==> src/csr_pkg.sv <==
package csr_pkg;

   localparam int CSR_W = 32;

   typedef logic [CSR_W-1:0] csr_data_t;
   typedef logic [2:0]       csr_sel_t;
   typedef logic [1:0]       csr_src_t;
   typedef logic [1:0]       cmd_kind_t;
   typedef logic [1:0]       trap_kind_t;

   // csr select codes
   localparam csr_sel_t SEL_MSTATUS  = 3'd0;
   localparam csr_sel_t SEL_MIE      = 3'd1;
   localparam csr_sel_t SEL_MCAUSE   = 3'd2;
   localparam csr_sel_t SEL_MSCRATCH = 3'd3;
   localparam csr_sel_t SEL_MTVEC    = 3'd4;
   localparam csr_sel_t SEL_MEPC     = 3'd5;

   // next-bit source for a csr access
   localparam csr_src_t SRC_CSR = 2'b00;
   localparam csr_src_t SRC_EXT = 2'b01;
   localparam csr_src_t SRC_SET = 2'b10;
   localparam csr_src_t SRC_CLR = 2'b11;

   localparam cmd_kind_t KIND_CSR  = 2'd0;
   localparam cmd_kind_t KIND_TRAP = 2'd1;
   localparam cmd_kind_t KIND_MRET = 2'd2;

   localparam trap_kind_t TRAP_IRQ      = 2'd0;
   localparam trap_kind_t TRAP_ECALL    = 2'd1;
   localparam trap_kind_t TRAP_EBREAK   = 2'd2;
   localparam trap_kind_t TRAP_MISALIGN = 2'd3;

   typedef struct packed {
      cmd_kind_t  kind;
      csr_sel_t   sel;
      csr_src_t   src;
      trap_kind_t trap;
      logic       store;
      csr_data_t  data;
   } csr_cmd_t;

   typedef struct packed {
      csr_data_t data;
   } csr_rsp_t;

   // strobes for one serial pass
   typedef struct packed {
      logic en;
      logic cnt0to3;
      logic cnt2;
      logic cnt3;
      logic cnt7;
      logic done;
   } csr_cnt_t;

   typedef struct packed {
      logic     mstatus_en;
      logic     mie_en;
      logic     mcause_en;
      csr_sel_t ram_sel;
      csr_src_t src;
      logic     mret;
      logic     trap_taken;
      logic     pending_irq;
      logic     e_op;
      logic     ebreak;
      logic     misalign;
      logic     mem_cmd;
   } csr_ctrl_t;

endpackage
==> src/csr_serial_top.sv <==
`timescale 1ns/10ps

module csr_serial_top #(
   parameter int CMD_DEPTH = 2
) (
   input  logic              i_clk,
   input  logic              i_reset,
   input  logic              i_cmd_valid,
   input  csr_pkg::csr_cmd_t i_cmd,
   output logic              o_cmd_credit,
   output logic              o_rsp_valid,
   output csr_pkg::csr_rsp_t o_rsp,
   input  logic              i_rsp_credit,
   input  logic              i_mtip,
   output logic              o_new_irq
);
   import csr_pkg::*;

   csr_cnt_t  cnt;
   csr_ctrl_t ctrl;
   logic      pass_en;
   logic      ser_d;
   logic      status_q;
   logic      ram_q;
   logic      csr_in;
   logic      ser_q;

   // serial result from both storage blocks
   assign ser_q = status_q | ram_q;

   csr_sequencer #(
      .CMD_DEPTH (CMD_DEPTH)
   ) u_sequencer (
      .i_clk        (i_clk),
      .i_reset      (i_reset),
      .i_cmd_valid  (i_cmd_valid),
      .i_cmd        (i_cmd),
      .o_cmd_credit (o_cmd_credit),
      .i_rsp_credit (i_rsp_credit),
      .o_rsp_valid  (o_rsp_valid),
      .o_rsp        (o_rsp),
      .i_cnt        (cnt),
      .i_q          (ser_q),
      .o_en         (pass_en),
      .o_d          (ser_d),
      .o_ctrl       (ctrl)
   );

   csr_bit_counter u_bit_counter (
      .i_clk   (i_clk),
      .i_reset (i_reset),
      .i_en    (pass_en),
      .o_cnt   (cnt)
   );

   csr_status_bits u_status_bits (
      .i_clk     (i_clk),
      .i_reset   (i_reset),
      .i_cnt     (cnt),
      .i_ctrl    (ctrl),
      .i_mtip    (i_mtip),
      .i_d       (ser_d),
      .i_ram_q   (ram_q),
      .o_csr_in  (csr_in),
      .o_q       (status_q),
      .o_new_irq (o_new_irq)
   );

   csr_scratch_ram u_scratch_ram (
      .i_clk    (i_clk),
      .i_reset  (i_reset),
      .i_cnt    (cnt),
      .i_ctrl   (ctrl),
      .i_d      (ser_d),
      .i_csr_in (csr_in),
      .o_q      (ram_q)
   );

endmodule

==> src/csr_sequencer.sv <==
`timescale 1ns/10ps

module csr_sequencer #(
   parameter int CMD_DEPTH = 2
) (
   input  logic               i_clk,
   input  logic               i_reset,
   input  logic               i_cmd_valid,
   input  csr_pkg::csr_cmd_t  i_cmd,
   output logic               o_cmd_credit,
   input  logic               i_rsp_credit,
   output logic               o_rsp_valid,
   output csr_pkg::csr_rsp_t  o_rsp,
   input  csr_pkg::csr_cnt_t  i_cnt,
   input  logic               i_q,
   output logic               o_en,
   output logic               o_d,
   output csr_pkg::csr_ctrl_t o_ctrl
);
   import csr_pkg::*;

   localparam int PTR_W  = (CMD_DEPTH > 1) ? $clog2(CMD_DEPTH) : 1;
   localparam int CNT_W  = $clog2(CMD_DEPTH + 1);
   localparam int CRED_W = 8;

   typedef enum logic [1:0] {
      IDLE,
      RUN,
      RESP
   } sequencer_state_e;

   sequencer_state_e  state;
   csr_cmd_t          fifo_mem [CMD_DEPTH];
   logic [PTR_W-1:0]  wr_ptr;
   logic [PTR_W-1:0]  rd_ptr;
   logic [CNT_W-1:0]  fifo_cnt;
   logic [CRED_W-1:0] rsp_cred;
   csr_cmd_t          cur_cmd;
   csr_data_t         opnd;
   csr_data_t         result;
   logic              pop;
   logic              cmd_credit_q;

   // start only with a command waiting and a slot at the host
   assign pop = (state == IDLE) && (fifo_cnt != '0) && (rsp_cred != '0);

   assign o_en         = (state == RUN);
   assign o_d          = opnd[0];
   assign o_rsp_valid  = (state == RESP);
   assign o_rsp.data   = result;
   assign o_cmd_credit = cmd_credit_q;

   always_ff @(posedge i_clk) begin
      if (i_cmd_valid) begin
         fifo_mem[wr_ptr] <= i_cmd;
      end
   end

   always_ff @(posedge i_clk) begin
      if (i_reset) begin
         wr_ptr       <= '0;
         rd_ptr       <= '0;
         fifo_cnt     <= '0;
         rsp_cred     <= '0;
         cmd_credit_q <= 1'b0;
      end else begin
         if (i_cmd_valid) begin
            wr_ptr <= (wr_ptr == PTR_W'(CMD_DEPTH - 1)) ? '0 : wr_ptr + 1'b1;
         end
         if (pop) begin
            rd_ptr <= (rd_ptr == PTR_W'(CMD_DEPTH - 1)) ? '0 : rd_ptr + 1'b1;
         end
         fifo_cnt     <= fifo_cnt + CNT_W'(i_cmd_valid) - CNT_W'(pop);
         rsp_cred     <= rsp_cred + CRED_W'(i_rsp_credit) - CRED_W'(o_rsp_valid);
         cmd_credit_q <= pop;
      end
   end

   always_ff @(posedge i_clk) begin
      if (i_reset) begin
         state <= IDLE;
      end else begin
         case (state)
            IDLE: if (pop) state <= RUN;
            RUN:  if (i_cnt.done) state <= RESP;
            default: state <= IDLE;
         endcase
      end
   end

   // operand out and result in, lsb first
   always_ff @(posedge i_clk) begin
      if (pop) begin
         cur_cmd <= fifo_mem[rd_ptr];
         opnd    <= fifo_mem[rd_ptr].data;
      end else if (o_en) begin
         opnd   <= opnd >> 1;
         result <= {i_q, result[CSR_W-1:1]};
      end
   end

   always_comb begin
      o_ctrl = '0;
      if (state == RUN) begin
         case (cur_cmd.kind)
            KIND_CSR: begin
               o_ctrl.mstatus_en = (cur_cmd.sel == SEL_MSTATUS);
               o_ctrl.mie_en     = (cur_cmd.sel == SEL_MIE);
               o_ctrl.mcause_en  = (cur_cmd.sel == SEL_MCAUSE);
               o_ctrl.ram_sel    = cur_cmd.sel;
               o_ctrl.src        = cur_cmd.src;
            end
            KIND_TRAP: begin
               o_ctrl.trap_taken  = 1'b1;
               o_ctrl.ram_sel     = SEL_MTVEC;
               o_ctrl.pending_irq = (cur_cmd.trap == TRAP_IRQ);
               o_ctrl.e_op        = (cur_cmd.trap == TRAP_ECALL) ||
                                    (cur_cmd.trap == TRAP_EBREAK);
               o_ctrl.ebreak      = (cur_cmd.trap == TRAP_EBREAK);
               o_ctrl.misalign    = (cur_cmd.trap == TRAP_MISALIGN);
               o_ctrl.mem_cmd     = cur_cmd.store;
            end
            KIND_MRET: begin
               o_ctrl.mret    = 1'b1;
               o_ctrl.ram_sel = SEL_MEPC;
            end
            default: begin
            end
         endcase
      end
   end

endmodule

==> src/csr_scratch_ram.sv <==
`timescale 1ns/10ps

module csr_scratch_ram (
   input  logic               i_clk,
   input  logic               i_reset,
   input  csr_pkg::csr_cnt_t  i_cnt,
   input  csr_pkg::csr_ctrl_t i_ctrl,
   input  logic               i_d,
   input  logic               i_csr_in,
   output logic               o_q
);
   import csr_pkg::*;

   csr_data_t mscratch;
   csr_data_t mtvec;
   csr_data_t mepc;
   logic      sel_q;

   always_comb begin
      case (i_ctrl.ram_sel)
         SEL_MSCRATCH: sel_q = mscratch[0];
         SEL_MTVEC:    sel_q = mtvec[0];
         SEL_MEPC:     sel_q = mepc[0];
         default:      sel_q = 1'b0;
      endcase
   end

   // quiet between passes so it can be or-ed onto the result
   assign o_q = i_cnt.en & sel_q;

   always_ff @(posedge i_clk) begin
      if (i_reset) begin
         mscratch <= '0;
         mtvec    <= '0;
         mepc     <= '0;
      end else if (i_cnt.en) begin
         if (i_ctrl.trap_taken) begin
            // mtvec goes out unchanged, faulting pc comes in
            mtvec <= {mtvec[0], mtvec[CSR_W-1:1]};
            mepc  <= {i_d, mepc[CSR_W-1:1]};
         end else if (i_ctrl.mret) begin
            mepc <= {mepc[0], mepc[CSR_W-1:1]};
         end else begin
            case (i_ctrl.ram_sel)
               SEL_MSCRATCH: mscratch <= {i_csr_in, mscratch[CSR_W-1:1]};
               SEL_MTVEC:    mtvec    <= {i_csr_in, mtvec[CSR_W-1:1]};
               SEL_MEPC:     mepc     <= {i_csr_in, mepc[CSR_W-1:1]};
               default: begin
               end
            endcase
         end
      end
   end

endmodule

==> src/csr_status_bits.sv <==
`timescale 1ns/10ps

module csr_status_bits (
   input  logic               i_clk,
   input  logic               i_reset,
   input  csr_pkg::csr_cnt_t  i_cnt,
   input  csr_pkg::csr_ctrl_t i_ctrl,
   input  logic               i_mtip,
   input  logic               i_d,
   input  logic               i_ram_q,
   output logic               o_csr_in,
   output logic               o_q,
   output logic               o_new_irq
);
   import csr_pkg::*;

   logic       mstatus_mie;
   logic       mstatus_mpie;
   logic       mie_mtie;
   logic       mstatus_rd;
   logic       mcause31;
   logic [3:0] mcause3_0;
   logic [3:0] trap_cause;

   logic mcause_q;
   logic stat_q;
   logic csr_out;
   logic csr_in;
   logic en_q;
   logic pass_start;
   logic timer_irq;
   logic timer_irq_q;
   logic new_irq_q;

   assign pass_start = i_cnt.en & ~en_q;

   // mcause only has bits 3:0 and 31
   assign mcause_q = i_cnt.cnt0to3 ? mcause3_0[0] :
                     i_cnt.done    ? mcause31     :
                                     1'b0;

   // mie lands on bit 3 through mstatus_rd, mpie is never shown
   assign stat_q = (i_ctrl.mstatus_en & mstatus_rd) |
                   (i_ctrl.mie_en & i_cnt.cnt7 & mie_mtie) |
                   (i_ctrl.mcause_en & i_cnt.en & mcause_q);

   assign csr_out = stat_q | i_ram_q;

   always_comb begin
      case (i_ctrl.src)
         SRC_EXT: csr_in = i_d;
         SRC_SET: csr_in = csr_out | i_d;
         SRC_CLR: csr_in = csr_out & ~i_d;
         default: csr_in = csr_out;
      endcase
   end

   // ecall 11, ebreak 3, misaligned load 4 / store 6
   always_comb begin
      if (i_ctrl.pending_irq) begin
         trap_cause = 4'd7;
      end else if (i_ctrl.e_op) begin
         trap_cause = {~i_ctrl.ebreak, 3'b011};
      end else if (i_ctrl.misalign) begin
         trap_cause = {2'b01, i_ctrl.mem_cmd, 1'b0};
      end else begin
         trap_cause = 4'd0;
      end
   end

   assign timer_irq = i_mtip & mstatus_mie & mie_mtie;

   assign o_csr_in  = csr_in;
   assign o_q       = stat_q;
   assign o_new_irq = new_irq_q;

   always_ff @(posedge i_clk) begin
      if (i_reset) begin
         mstatus_mie  <= 1'b0;
         mstatus_mpie <= 1'b0;
         mie_mtie     <= 1'b0;
         mstatus_rd   <= 1'b0;
         mcause31     <= 1'b0;
         mcause3_0    <= 4'd0;
         en_q         <= 1'b0;
         timer_irq_q  <= 1'b0;
         new_irq_q    <= 1'b0;
      end else begin
         en_q        <= i_cnt.en;
         mstatus_rd  <= i_cnt.cnt2 & mstatus_mie;
         timer_irq_q <= timer_irq;
         new_irq_q   <= timer_irq & ~timer_irq_q;

         if (i_ctrl.mstatus_en & i_cnt.cnt3) begin
            mstatus_mie <= csr_in;
         end
         if (i_ctrl.mstatus_en & i_cnt.cnt7) begin
            mstatus_mpie <= csr_in;
         end
         if (i_ctrl.mie_en & i_cnt.cnt7) begin
            mie_mtie <= csr_in;
         end

         // trap and mret act once, on the first bit of the pass
         if (i_ctrl.mret & pass_start) begin
            mstatus_mie <= mstatus_mpie;
         end
         if (i_ctrl.trap_taken & pass_start) begin
            mstatus_mpie <= mstatus_mie;
            mstatus_mie  <= 1'b0;
            mcause31     <= i_ctrl.pending_irq;
            mcause3_0    <= trap_cause;
         end

         if (i_ctrl.mcause_en & i_cnt.en) begin
            if (i_cnt.cnt0to3) begin
               mcause3_0 <= {csr_in, mcause3_0[3:1]};
            end
            if (i_cnt.done) begin
               mcause31 <= csr_in;
            end
         end
      end
   end

endmodule

==> src/csr_bit_counter.sv <==
`timescale 1ns/10ps

module csr_bit_counter (
   input  logic              i_clk,
   input  logic              i_reset,
   input  logic              i_en,
   output csr_pkg::csr_cnt_t o_cnt
);
   import csr_pkg::*;

   localparam int POS_W = $clog2(CSR_W);

   logic [POS_W-1:0] pos;

   // free wrap after the last bit
   always_ff @(posedge i_clk) begin
      if (i_reset) begin
         pos <= '0;
      end else if (i_en) begin
         pos <= pos + 1'b1;
      end
   end

   // strobes only while a pass runs
   always_comb begin
      o_cnt.en      = i_en;
      o_cnt.cnt0to3 = i_en & (pos < POS_W'(4));
      o_cnt.cnt2    = i_en & (pos == POS_W'(2));
      o_cnt.cnt3    = i_en & (pos == POS_W'(3));
      o_cnt.cnt7    = i_en & (pos == POS_W'(7));
      o_cnt.done    = i_en & (pos == POS_W'(CSR_W - 1));
   end

endmodule

==> config.mk <==
export PLATFORM = sky130hd
export DESIGN_NAME = csr_serial_top
export DESIGN_NICKNAME = d
export VERILOG_FILES = /design/src/csr_pkg.sv /design/src/csr_serial_top.sv /design/src/csr_sequencer.sv /design/src/csr_scratch_ram.sv /design/src/csr_status_bits.sv /design/src/csr_bit_counter.sv
export SDC_FILE = /design/constraint.sdc
export NUM_CORES = 1
export LEC_CHECK = 0
export BUFFER_PORTS_ARGS = -buffer_cell sky130_fd_sc_hd__buf_4
export CAP_MARGIN = 20
export CORE_ASPECT_RATIO = 1.1
export CORE_MARGIN = 8
export CORE_UTILIZATION = 30
export CTS_BUF_LIST = sky130_fd_sc_hd__clkbuf_4 sky130_fd_sc_hd__clkbuf_8
export CTS_CLUSTER_DIAMETER = 30
export DETAILED_ROUTE_END_ITERATION = 6
export PLACE_DENSITY_LB_ADDON = 0.15
export SETUP_SLACK_MARGIN = 0.05
export SLEW_MARGIN = 0
export SYNTH_ARGS = -nofsm -noshare
export SYNTH_HDL_FRONTEND = slang
export SYNTH_HIERARCHICAL = 1
export SYNTH_SLANG_ARGS = --single-unit
==> constraint.sdc <==
create_clock -name i_clk -period 6.4 [get_ports i_clk]
set_input_delay 1.28 -clock i_clk [delete_from_list [all_inputs] [get_ports i_clk]]
set_output_delay 1.28 -clock i_clk [all_outputs]
set_load 0.05 [all_outputs]
==> impl_metrics.ini <==
[outcome]
outcome = finished clean

[sta]
rsz0062_at_grt = no
period_share_pct = 54.0
final.setup.tns_ps = 0
tightest_slew_ps = 930
slew_headroom_pct = 38.0
hold_viol = 0
holdWs_ps = 385
setup_viol = 0
finClkSkew_ps = 33.1
fmax_ghz = 0.290
period_needed_ps = 3450
drv_slew = 0

[synth]
synth_top_cell_area_share_pct = 41.0
ys_top_cells_by_area = edfxtp_1 41%, dfxtp_1 22%, mux2i_1 5.8%
synthesis.nets = 1008
synthArstFlopShare_pct = 0
netlist_instances = 936
ys_warn_count = 6
synth.most_common_cell = edfxtp_1
synth_edf_count = 158
synth_top_area_cell = edfxtp_1
yosysSeqAreaShare_pct = 63.3
post_synth_num_cell_types = 66
synth-seq-cells = 287
syn_area_sq_um = 11600
synthTopCellsByCount = 158 x edfxtp_1, 129 x dfxtp_1, 109 x a21oi_1
syn_area_per_cell_sq_um = 12.4
synthFlopType = edfxtp_1

[power]
ir_worst_vdd_v = 0.000276
leakage_nw = 5.38
power_mw = 6.68
p_per_area_nw_per_um2 = 464
p_switching_mw = 2.05
clockPowerShare_pct = 40.3
p_sw_share_pct = 30.6
p_int_mw = 4.63
power_frac_comb_pct = 22.4
p_seq_share_pct = 37.3

[routing]
drt_wl_total_um = 23200
antenna_left = 0
drc = 0
num_vias = 7348
drt_iter0_drc = 302
firstDrtPassIters = 6
wl_per_cell_um = 14.4
vias_per_cell = 4.58

[die]
die_h_um = 222
die-area_sq_um = 45100
io_pins = 82
rows = 75
die_x_um = 203
core_area_sq_um = 38100
initial_utilization_pct = 30.4

[clock_tree]
cts_root_buf = clkbuf_8
cts.sinks = 287
ctsHoldBuffers = 0
cts_tree = built
cts_resized = 0
numCtsBuffers = 77
clkLatencyLatePin_ps = 600
clockBufferDepth = 3
h-tree-depth = 3
cts_setup_buffers = 0
clk_pin_slew_ps = 50

[cells_and_area]
diodes = 0
multi_input_area_sq_um = 3830
post-route-util_pct = 37.8
fillCellCount = 3788
area_growth_pct = 24.3
seq_area_sq_um = 7330
fin_nets = 1116
drive_above_1_share_pct = 24.3
finalNonFillerCells = 1605

[setup_path]
worst-path-buf-inv = 2
crit_type = flop to flop
crit_path_end_kind = flop
critical_path.max_fanout = 41
cpLargestDelayFamily = simple AND/OR/NAND/NOR gates
crit_slowest_cell = clkinv_2
arrival_ps = 3910
required_ps = 6860
cp_cell_sequence = nand2b_1 -> clkinv_2 -> and3_1 -> and3b_1 -> nand2_1 -> a21boi_0 -> nand3b_1 -> o21ai_1 -> inv_1 -> mux2i_1 -> o21ai_0 -> a32o_1
slowest_delay_ps = 500
startpoint_type = flop

[placed_design]
routabilityCongestion = 0.700
dpl.hpwl_um = 12900
port_buffers = 81
dp_cells = 1464

[global_route]
overflow = 0
antenna_found_initial = 1
grt_start_max_net_pins = 84
grt_pass1_vias = 7572
grt_usage_pct = 10.2
grt_pass1_wl_um = 38100

[flow_run]
maxCapViolCount = 0

[hold_path]
hold_class = flop to flop
[layout make-up]
class	count	share of cell area, %
clock buffer	94	8.60
clock inverter	46	3.86
inverter	25	0.661
multi-input combinational	559	26.6
sequential	287	50.9
tap	500	4.35
timing repair buffer	94	5.01
[registers in the layout, summed over array words and instances (netlist names), 2 cells and up, named ones only]
register and flops:
u_sequencer/fifo_mem 84, u_scratch_ram/mepc 32, u_scratch_ram/mscratch 32, u_scratch_ram/mtvec 32, u_sequencer/o_rsp 32, u_sequencer/opnd 32
u_sequencer/cur_cmd 10, u_sequencer/rsp_cred 8, u_bit_counter/pos 5, u_status_bits/mcause3_0 4, u_sequencer/fifo_cnt 2, u_sequencer/state 2
[worst register-to-register path, stage by stage, from the launching register on]
cell and delay (ps):
dfxtp_1 380, nand2b_1 230, clkinv_2 500, and3_1 500
and3b_1 330, nand2_1 110, a21boi_0 100, nand3b_1 170
o21ai_1 380, inv_1 160, mux2i_1 140, o21ai_0 90
a32o_1 230
[final timing paths]
| path | start | endpoint | slack (ps) | cells after the start |
|---|---|---|---|---|
| worst min-delay path | u_status_bits/timer_irq_q | u_status_bits/o_new_irq | 390 | 1 |
| worst max register to register | u_sequencer/state[1] | u_scratch_ram/mepc[31] | 2950 | 12 |
| worst max-delay path | u_sequencer/state[1] | u_scratch_ram/mepc[31] | 2950 | 12 |
| worst min register to register | u_status_bits/timer_irq_q | u_status_bits/o_new_irq | 390 | 1 |
[layout by cell type (no fill, tap or decap), drive strengths merged, types with 7 or more instances in the layout]
cell	synthesis	layout
clkbuf	30	94
a21oi	109	109
inv	25	27
o21ai	37	37
clkinv	0	30
and3	11	11
edfxtp	158	158
mux2i	67	67
mux2	13	13
nor2	58	58
o211ai	31	31
and2	7	7
buf	35	94
nand2	16	16
dfxtp	129	129
bufinv	0	12
ha	24	24
nand2b	36	36
nor2b	14	14
nand3	65	65
[power by group through the flow]
stage | logic [mW] | registers, mW | clock network (mW)
4_1_cts | 1.53 | 2.49 | 2.79
3_3_place_gp | 1.51 | 2.53 | 0
2_1_floorplan | 0.970 | 2.70 | 0
3_5_place_dp | 1.52 | 2.53 | 0
5_1_grt | 1.67 | 2.52 | 2.89
6_report | 1.49 | 2.49 | 2.69
[logic make-up (layout without fill, tap and decap cells)]
family                   count (synthesis)  in the layout  share of synthesized area, %
flip-flops                             287            287                          63.3
AND/OR/NAND/NOR                        244            244                          11.7
AO/OA/AOI/OAI                          202            202                          10.8
buffers and inverters                   90            259                          3.83
multiplexers                            80             80                          7.09
adder cells (fa/ha/maj)                 25             25                          2.77
XOR/XNOR                                 8              8                         0.605
[layer usage]
metal / part of all wire [%] / wire [um] / GRT usage, %
met4: 2.3 / 527 / 5.34
met5: 0.082 / 19 / 0
met1: 46 / 10600 / 12.2
met2: 46 / 10500 / 15.8
met3: 6.5 / 1510 / 3.58
[through the flow]
step                      setup slack (ps)  area, sq um
after floorplan                       2800        11600
after global placement                2590        12600
after detailed placement              2930        12600
after CTS                             2860        14400
after global routing                  2600        14400
final                                 2950        14400
No activity file was read; power rests on OpenSTA's default activity.
